## config.mk

```make
export PLATFORM = sky130hd
export DESIGN_NAME = dispatch_alloc
export DESIGN_NICKNAME = d
export VERILOG_FILES = /design/src/design/rs_pkg.sv /design/src/design/dispatch_alloc.sv
export SDC_FILE = /design/constraint.sdc
export NUM_CORES = 1
export LEC_CHECK = 0
export ABC_CLOCK_PERIOD_IN_PS = 2900
export BUFFER_PORTS_ARGS = -buffer_cell sky130_fd_sc_hd__buf_2
export CORE_MARGIN = 1.5
export CORE_UTILIZATION = 52
export DETAILED_ROUTE_END_ITERATION = 7
export PLACE_DENSITY_LB_ADDON = 0.08
export SYNTH_ARGS = -nofsm -noshare
export SYNTH_HDL_FRONTEND = slang
export SYNTH_SLANG_ARGS = --single-unit
export TNS_END_PERCENT = 30
```

## constraint.sdc

```tcl
create_clock -name vclk -period 2.9
set_input_delay 0.29 -clock vclk [all_inputs]
set_output_delay 0.29 -clock vclk [all_outputs]
set_load 0.03 [all_outputs]
```

## src/design/rs_pkg.sv

```systemverilog
`default_nettype none

package rs_pkg;

    // lanes per cycle
    localparam int dispatch_width = 3;
    localparam int cdb_width      = 3;
    localparam int issue_width    = 3;

    localparam int tag_bits = 6;   // physical register tag
    localparam int pc_bits  = 32;

    localparam int fu_count = 6;   // width of fu_ready

    // kind of unit an instruction needs
    typedef enum logic [1:0] {
        class_alu    = 2'd0,
        class_mult   = 2'd1,
        class_branch = 2'd2
    } fu_class_t;

    // concrete units, the value is also the bit position in fu_ready
    typedef enum logic [2:0] {
        unit_alu0    = 3'd0,
        unit_alu1    = 3'd1,
        unit_alu2    = 3'd2,
        unit_mult0   = 3'd3,
        unit_mult1   = 3'd4,
        unit_branch0 = 3'd5
    } fu_unit_t;

    // carried through the station untouched
    typedef enum logic [2:0] {
        op_add = 3'd0,
        op_sub = 3'd1,
        op_and = 3'd2,
        op_or  = 3'd3,
        op_mul = 3'd4,
        op_beq = 3'd5,
        op_bne = 3'd6
    } op_t;

endpackage

`default_nettype wire

```

## src/design/dispatch_alloc.sv

```systemverilog
`timescale 1ns/1ps
`default_nettype none

module dispatch_alloc
    import rs_pkg::*;
#(
    parameter int rs_entries = 16
) (
    input  logic [rs_entries-1:0]                     entry_valid,
    output logic [dispatch_width-1:0][rs_entries-1:0] alloc_onehot,
    output logic [dispatch_width-1:0]                 struct_stall
);

    // what is still free when lane k runs its search
    logic [dispatch_width-1:0][rs_entries-1:0] search_mask;

    // one-hot of the lowest set bit, zero for an empty mask
    function automatic logic [rs_entries-1:0] lowest_set(input logic [rs_entries-1:0] mask);
        logic [rs_entries-1:0] pick;
        logic                  found;
        pick  = '0;
        found = 1'b0;
        for (int i = 0; i < rs_entries; i++) begin
            if (mask[i] && !found) begin
                pick[i] = 1'b1;
                found   = 1'b1;
            end
        end
        return pick;
    endfunction

    // an entry freed by issue shows up here only after the clearing edge
    assign search_mask[0] = ~entry_valid;

    for (genvar k = 0; k < dispatch_width; k++) begin : g_lane
        assign alloc_onehot[k] = lowest_set(search_mask[k]);

        // stall when fewer than k+1 entries are free, independent of dispatch_valid
        assign struct_stall[k] = ~|search_mask[k];

        if (k < dispatch_width - 1) begin : g_chain
            assign search_mask[k+1] = search_mask[k] & ~alloc_onehot[k]; // drop this lane's grant
        end
    end

endmodule

`default_nettype wire

```

# After elaboration in Yosys (flattened, before gate mapping)
# Index checks and enable logic that the tools add are counted.
# W data, S select, Z words.
word_totals:
  word_cells: 191
  output_inout_bits: 51
  input_bits: 16
  regBits: 0
classes:
  muxes: 90
  bitwise_logic: 5
  n_reduce_logical: 96
op_table:
  columns: ["cell", "count"]
  rows:
  - ["$mux W1", 90]
  - ["$logic_not A1 Y1", 48]
  - ["$not A16 Y16", 3]
  - ["$reduce_or A16 Y1", 3]
  - ["$logic_and A1 B1 Y1", 45]
  - ["$and A16 B16 Y16", 2]

# Depth between registers and ports, before layout
# Gate-level depths: netlist of run 1.
logic_depth:
  depth_word: 143
  mapped_depth: 8
  ltp_nobuf: 6

# Worst setup path after synthesis of run 1
# No wires, ideal clock.
synth_timing:
  kind: "input-to-output"
  from: "input port entry_valid[0]"
  to: "output port alloc_onehot[40] in the netlist's numbering"
  stages: 8
  arrival_ns: 2.701
  t_required_ns: 2.610
  path_buffers: 2
  setup_slack_ns: -0.091
  cell_sequence: "buf_2 > o211ai_2 > a21o_1 > and2_1 > buf_2 > nor3_1 > a2bb2oi_1 > nor3_1"
synth_rtl:
  columns: ["item", "line", "text"]
  rows:
  - ["start: declaration", "dispatch_alloc.sv:9", "input logic [rs_entries-1:0] entry_valid,"]
  - ["end: declaration", "dispatch_alloc.sv:10", "output logic [dispatch_width-1:0][rs_entries-1:0] alloc_onehot,"]

==> results.cfg, run 1 <==
[worst_hold_path]
min_path_type = in -> out

[place]
numPlacedInstances = 279
hpwl_um = 2520
preCtsSetupSlack_ns = 0.242
place_congestion = 0.952
port_buffers = 64

[sta]
finalSetupViolCount = 0
fin_crit_sh_pct = 92.4
tns_ns = 0
layout_min_cycle_time_ns = 2.68
rsz0062_at_grt = false
setup_ws_ns = 0.219
tightest_slew_ns = 0.523
max_freq_mhz = 373
maxSlewViolCount = 0
relSlewSlack_pct = 64.9
timing.final.hold_violations = 0

[yosys]
synth_cell_types = 57
syn_area_um2 = 1230
yosys.cell_count.top_type = nor2_1
synthTopCellsByArea = nor3_1, nor2_1, nand2_1, a21oi_1, nor3_2
yosysWarningCount = 0
synth_top_cells_by_count = nor2_1, nor3_1, nand2_1
synth_largest_area_cell = nor3_1
ys_seq_area_share_pct = 0
synth_top_area_share_pct = 10.5
postSynthCellCount = 205
avgSynthCellArea_um2 = 6.02

[critical_path]
cpMostUsedCell = buf_2
end_kind = output port
worstPathArrival_ns = 2.39
cp.required_ns = 2.61
worstPathCellList = buf_2, nand4_4, o31ai_1, nand2b_1, a211o_1, mux2i_1, nor4_2, buf_2
worst-path-buf-inv = 2
start_kind = primary input
path_max_fanout = 20
cp_slowest_stage_delay_ns = 0.48
crit_family = compound AO/OA/AOI/OAI gates
slowest_stage = o31ai_1
setup.worst_path.class = in -> out

[flow_run]
cap_violations = 0

[routing]
routedWlPerCell_um = 12.0
first_pass_iters = 4
ant_nets = 0
drc = 0
viasPerCell = 5.80
drt_iter0_markers = 36
vias = 1619
wl_um = 3350

[floorplanning]
fp.dieH_um = 51.7
core_area_um2 = 2230
io_pins = 67
start_util_pct = 55.2
dieWidth_um = 51.7
rows = 17
die-area_um2 = 2670

[power]
p_seq_share_pct = 0
p_int_mw = 0.0600
p_switching_mw = 0.139
pwr-share-comb_pct = 100.0
sw_frac_of_total_pct = 69.9
irDropWorstVdd_uv = 104
power_density_nw_per_um2 = 133
pwr-share-clk_pct = 0
power_mw = 0.199
leakage_nw = 0.686

[final_layout]
seq_cells = 0
n_fill_cell = 234
final_cells = 279
drive_above_1_share_pct = 34.7
fin_util_pct = 67.1
antenna_cells = 0
seq_area_um2 = 0
areaGrowthSynthToFinish_pct = 21.4
clockBufferCount = 0
nets = 269

[global_route]
grt_busiest_layer = met2
grtUsageMet1_pct = 37.0
grt_overflow = 0
grt_pass1_wl_um = 5600
grt_use_met3_pct = 0.287
grt_pass1_vias = 1256
grt_max_degree = 21
antenna_found_initial = 0
track_usage_pct = 25.0
grt_util_met2_pct = 42.9

[clock_network]
post_cts_resized = 0
postCtsHoldBufs = 0
post_cts_buffers = 0

[outcome]
status = finished clean
-- through the flow --
stage               area (um2)  hold WS, ns
CTS                       1500        0.924
detailed placement        1500        0.922
finish                    1500        0.936
floorplan                 1250        0.650
global placement          1500        0.927
global route              1500        0.939
-- final cells by class --
| class | count | area [um2] | area share, % |
|---|---|---|---|
| Timing Repair Buffer | 65 | 328 | 21.9 |
| Inverter | 5 | 18.8 | 1.25 |
| Multi-Input combinational cell | 181 | 1120 | 74.5 |
| Tap cell | 28 | 35.0 | 2.34 |
-- layout by cell type, fill, tap and decap left out, types with 2 or more instances in the layout --
| cell | count |
|---|---|
| nand2_1 | 19 |
| inv_1 | 4 |
| nand4_1 | 4 |
| nor3_2 | 6 |
| a21o_1 | 3 |
| a21oi_1 | 13 |
| or3_1 | 3 |
| and3_1 | 4 |
| a31oi_1 | 4 |
| nand3_1 | 4 |
| nor4_2 | 2 |
| nor3_1 | 25 |
| nand2b_1 | 2 |
| and2_1 | 2 |
| o31ai_1 | 3 |
| o21ai_1 | 2 |
| nor2_1 | 27 |
| xnor2_1 | 5 |
| a211oi_1 | 2 |
| a2bb2oi_1 | 2 |
| conb_1 | 3 |
| o211ai_2 | 2 |
| o21a_1 | 2 |
| buf_2 | 64 |
| nor4_1 | 3 |
| o21ai_0 | 9 |
| xor2_1 | 4 |
-- layer usage --
metal / wire length (um) / part of all wire [%] / vias to the layer above
met5: 0 / 0 / -
met3: 147 / 4.4 / 0
met2: 1600 / 48 / 57
met4: 0 / 0 / 0
li1: - / - / 856
met1: 1600 / 48 / 706
-- power groups by stage --
stage               registers, mW  logic [mW]  clock network (mW)
floorplan                       0       0.156                   0
global route                    0       0.220                   0
finish                          0       0.199                   0
CTS                             0       0.198                   0
global placement                0       0.197                   0
detailed placement              0       0.197                   0
-- cells by family after synthesis --
kind of cell | after synthesis | share of synthesized area (%)
mux | 1 | 0.811
simple gates | 109 | 47.8
other cells | 1 | 0.304
buf+inv | 26 | 10.5
xor+xnor | 9 | 6.39
compound gates | 58 | 33.4
fa+ha+maj | 1 | 0.811
-- tightest hold or removal path: cells and delay by family --
kind          cells  cell delay [ns]
buf+inv           2             0.30
simple gates      1             0.06
-- path summary, 6_finish.rpt --
kind              depth (start not counted)  slack (ns)            start          endpoint
setup / recovery                          8        0.22   entry_valid[1]  alloc_onehot[47]
hold / removal                            3        0.94  entry_valid[13]  alloc_onehot[13]
No activity file was read; power rests on OpenSTA's default activity.
==> inputs of run 2 (changes only) <==
--- a/config.mk
+++ b/config.mk
@@ -6,10 +6,10 @@
 export NUM_CORES = 1
 export LEC_CHECK = 0
 export ABC_CLOCK_PERIOD_IN_PS = 2900
-export BUFFER_PORTS_ARGS = -buffer_cell sky130_fd_sc_hd__buf_2
 export CORE_MARGIN = 1.5
-export CORE_UTILIZATION = 52
+export CORE_UTILIZATION = 65
 export DETAILED_ROUTE_END_ITERATION = 7
+export DONT_BUFFER_PORTS = 1
 export PLACE_DENSITY_LB_ADDON = 0.08
 export SYNTH_ARGS = -nofsm -noshare
 export SYNTH_HDL_FRONTEND = slang
==> run 2 against run 1 <==
  * Die area is 19% lower
  * Count of clock-buffer cells in the layout stayed put
  * Critical path depth down 2
  * Non-clock buffer count down 44
  * Design area down 12%
  * Utilization up 8.8 points
  * Highest routed layer is now met4
==> results.cfg, run 2 (synthesis gave the netlist of run 1 again) <==
[outcome]
status = finished clean

[global_route]
antenna_found_initial = 0
track_usage_pct = 30.2
grt_pass1_wl_um = 5040
grt_pass1_vias = 1159
grt_overflow = 0
grt_max_degree = 21

[flow_run]
cap_violations = 0

[final_layout]
final_common_cell = nor2_1
final_area_um2 = 1320
antenna_cells = 0
final_cell_mix = nor2_1, nor3_1, buf_4
seq_area_um2 = 0
seq_cells = 0
clockBufferCount = 0
final_cells = 232
drive_above_1_share_pct = 20.8
areaGrowthSynthToFinish_pct = 7.30
fin_util_pct = 75.8
nets = 225

[routing]
ant_nets = 0
drt_iter0_markers = 65
first_pass_iters = 4
vias = 1526
drc = 0
wl_um = 3370
routedWlPerCell_um = 14.5
viasPerCell = 6.58

[clock_network]
postCtsHoldBufs = 0
post_cts_buffers = 0
post_cts_resized = 0

[critical_path]
cp.required_ns = 2.61
worst-path-buf-inv = 0
start_kind = primary input
path_max_fanout = 20
setup.worst_path.class = in -> out
worstPathCellList = nand4_4, o31ai_1, nand2b_1, a211o_1, o2bb2ai_1, nor3_2
cp_slowest_stage_delay_ns = 0.48
slowest_stage = o31ai_1
worstPathArrival_ns = 2.07
crit_family = compound AO/OA/AOI/OAI gates
end_kind = output port
startpoint = entry_valid[1]

[sta]
fin_crit_sh_pct = 81.3
rsz0062_at_grt = false
tns_ns = 0
max_freq_mhz = 424
tightest_slew_ns = 0.927
maxSlewViolCount = 0
finalSetupViolCount = 0
relSlewSlack_pct = 37.7
timing.final.hold_violations = 0
layout_min_cycle_time_ns = 2.36

[power]
leakage_nw = 0.473
power_density_nw_per_um2 = 110
irDropWorstVdd_uv = 105

[worst_hold_path]
min_path_type = in -> out
min_from = entry_valid[1]

[place]
numPlacedInstances = 232
place_congestion = 0.871
postPlaceCellArea_um2 = 1320
port_buffers = 0
hpwl_um = 2540

[floorplanning]
dieWidth_um = 46.6
die-area_um2 = 2170
rows = 15
fp.dieH_um = 46.6
io_pins = 67
core_area_um2 = 1750
start_util_pct = 70.7
run 2: layout make-up:
class | instances | area (um2)
Fill cell | 154 | 422
Tap cell | 25 | 31.3
Inverter | 5 | 18.8
Timing Repair Buffer | 21 | 158
Multi-Input combinational cell | 181 | 1120
run 2: layer usage:
metal  vias up  track usage, %  routed length (um)
li1        758               -                   -
met1       700            44.4                1530
met2        66            49.4                1660
met3         2            1.18                 175
met4         0            3.43                   7
met5         -               0                   0
run 2: through the flow:
| step | hold slack [ns] | power (mW) | setup slack, ns |
|---|---|---|---|
| 2_1_floorplan | 0.650 | 0.156 | 0.208 |
| 3_3_place_gp | 0.693 | 0.140 | 0.620 |
| 3_5_place_dp | 0.692 | 0.144 | 0.560 |
| 4_1_cts | 0.692 | 0.144 | 0.551 |
| 5_1_grt | 0.696 | 0.157 | 0.459 |
| 6_report | 0.691 | 0.146 | 0.543 |
run 2: path summary, 6_finish.rpt:
path	end	slack [ns]	depth (start not counted)
worst max-delay path	struct_stall[2]	0.54	6
worst min-delay path	alloc_onehot[1]	0.69	1
run 2: power by group:
part           internal, mW  total (mW)  switching [mW]  leakage (nW)
clock network             0           0               0             0
logic                0.0478       0.146          0.0977         0.473
registers                 0           0               0             0
==> inputs of run 3 (changes only) <==
--- a/config.mk
+++ b/config.mk
@@ -5,7 +5,7 @@
 export SDC_FILE = /design/constraint.sdc
 export NUM_CORES = 1
 export LEC_CHECK = 0
-export ABC_CLOCK_PERIOD_IN_PS = 2900
+export ABC_CLOCK_PERIOD_IN_PS = 2350
 export CORE_MARGIN = 1.5
 export CORE_UTILIZATION = 65
 export DETAILED_ROUTE_END_ITERATION = 7
==> constraint.sdc (replaced) <==
create_clock -name vclk -period 2.35
set_input_delay 0.235 -clock vclk [all_inputs]
set_output_delay 0.235 -clock vclk [all_outputs]
set_load 0.03 [all_outputs]
==> run 3 against run 2 <==
  * Total power increased by 30%
  * Sequential share of layout area unchanged
  * Critical path depth increased by 1
  * Utilization increased by 5.4 points
  * Worst setup slack got worse by 0.37 ns
  * Worst hold slack got worse by 0.11 ns
  * Sequential cell count unchanged
  * Largest cell class unchanged
==> results.cfg, run 3 (synthesis gave the netlist of run 1 again) <==
[critical_path]
setup.worst_path.class = in -> out
path_max_fanout = 20
worstPathArrival_ns = 1.94
end_kind = output port
cp.required_ns = 2.12
startpoint = entry_valid[1]
start_kind = primary input

[routing]
drc = 0
viasPerCell = 6.55
ant_nets = 0
routedWlPerCell_um = 14.3
drt_iter0_markers = 31
first_pass_iters = 4
wl_um = 3490
vias = 1599

[final_layout]
seq_area_um2 = 0
seq_cells = 0
final_cells = 244
final_common_cell = buf_4
n_fill_cell = 129
areaGrowthSynthToFinish_pct = 15.0
final_cell_mix = buf_4, nor2_1, nor3_1
antenna_cells = 0
clockBufferCount = 0
nets = 237
drive_above_1_share_pct = 25.6

[floorplanning]
die-area_um2 = 2170
fp.dieH_um = 46.6
io_pins = 67
dieWidth_um = 46.6
start_util_pct = 70.7
rows = 15
core_area_um2 = 1750

[clock_network]
post_cts_resized = 0
postCtsHoldBufs = 0
post_cts_buffers = 0

[global_route]
grt_pass1_wl_um = 5240
grt_max_degree = 21
antenna_found_initial = 0
track_usage_pct = 31.3
grt_overflow = 0
grt_pass1_vias = 1253

[place]
port_buffers = 0
place_congestion = 0.939
numPlacedInstances = 244
hpwl_um = 2650
preCtsSetupSlack_ns = 0.206

[sta]
finalSetupViolCount = 0
rsz0062_at_grt = false
layout_min_cycle_time_ns = 2.18
maxSlewViolCount = 0
fin_crit_sh_pct = 92.6
setup_ws_ns = 0.173
relSlewSlack_pct = 48.2
timing.final.hold_violations = 0
max_freq_mhz = 459
tightest_slew_ns = 0.773

[power]
leakage_nw = 0.538
power_density_nw_per_um2 = 133
power_mw = 0.189
irDropWorstVdd_uv = 126

[outcome]
status = finished clean

[worst_hold_path]
min_from = entry_valid[4]
min_path_type = in -> out

[flow_run]
cap_violations = 0
run 3: per-stage QoR:
step / setup TNS [ns] / util [%] / hold WS (ns) / cell area (um2)
floorplan: -0.317 / - / 0.540 / 1250
global placement: 0 / 81.3 / 0.585 / 1420
detailed placement: 0 / 81.3 / 0.582 / 1420
CTS: 0 / 81.3 / 0.582 / 1420
global route: 0 / 81.3 / 0.582 / 1420
finish: 0 / 81.3 / 0.585 / 1420
run 3: layout make-up:
cell class	instances	area (um2)	share of cell area, %
inverters	5	18.8	1.32
repair buffers	33	248	17.5
multi-input cells	181	1120	79.0
well taps	25	31.3	2.20
run 3: final timing paths:
kind                           end  cells after the start  slack, ns
hold / removal    alloc_onehot[36]                      1       0.59
setup / recovery  alloc_onehot[47]                      7       0.17
run 3: report_power, final:
part | total [mW] | internal, mW | switching [mW] | leakage, nW
logic | 0.189 | 0.0658 | 0.123 | 0.538
clock network | 0 | 0 | 0 | 0
registers | 0 | 0 | 0 | 0
run 3: per-layer routing:
layer  part of all wire [%]  global-route usage (%)  vias up
met5                      0                       0        -
met2                     48                    54.7       82
met1                     43                    40.2      729
met4                    2.0                    9.14        0
li1                       -                       -      780
met3                    7.0                    2.35        8
run 3: critical path: stages:
cell and delay [ns]:
nand4_4 0.23, o31ai_1 0.46, nand2b_1 0.11, a211o_1 0.40, mux2i_1 0.17, nor4_2 0.14
buf_4 0.20
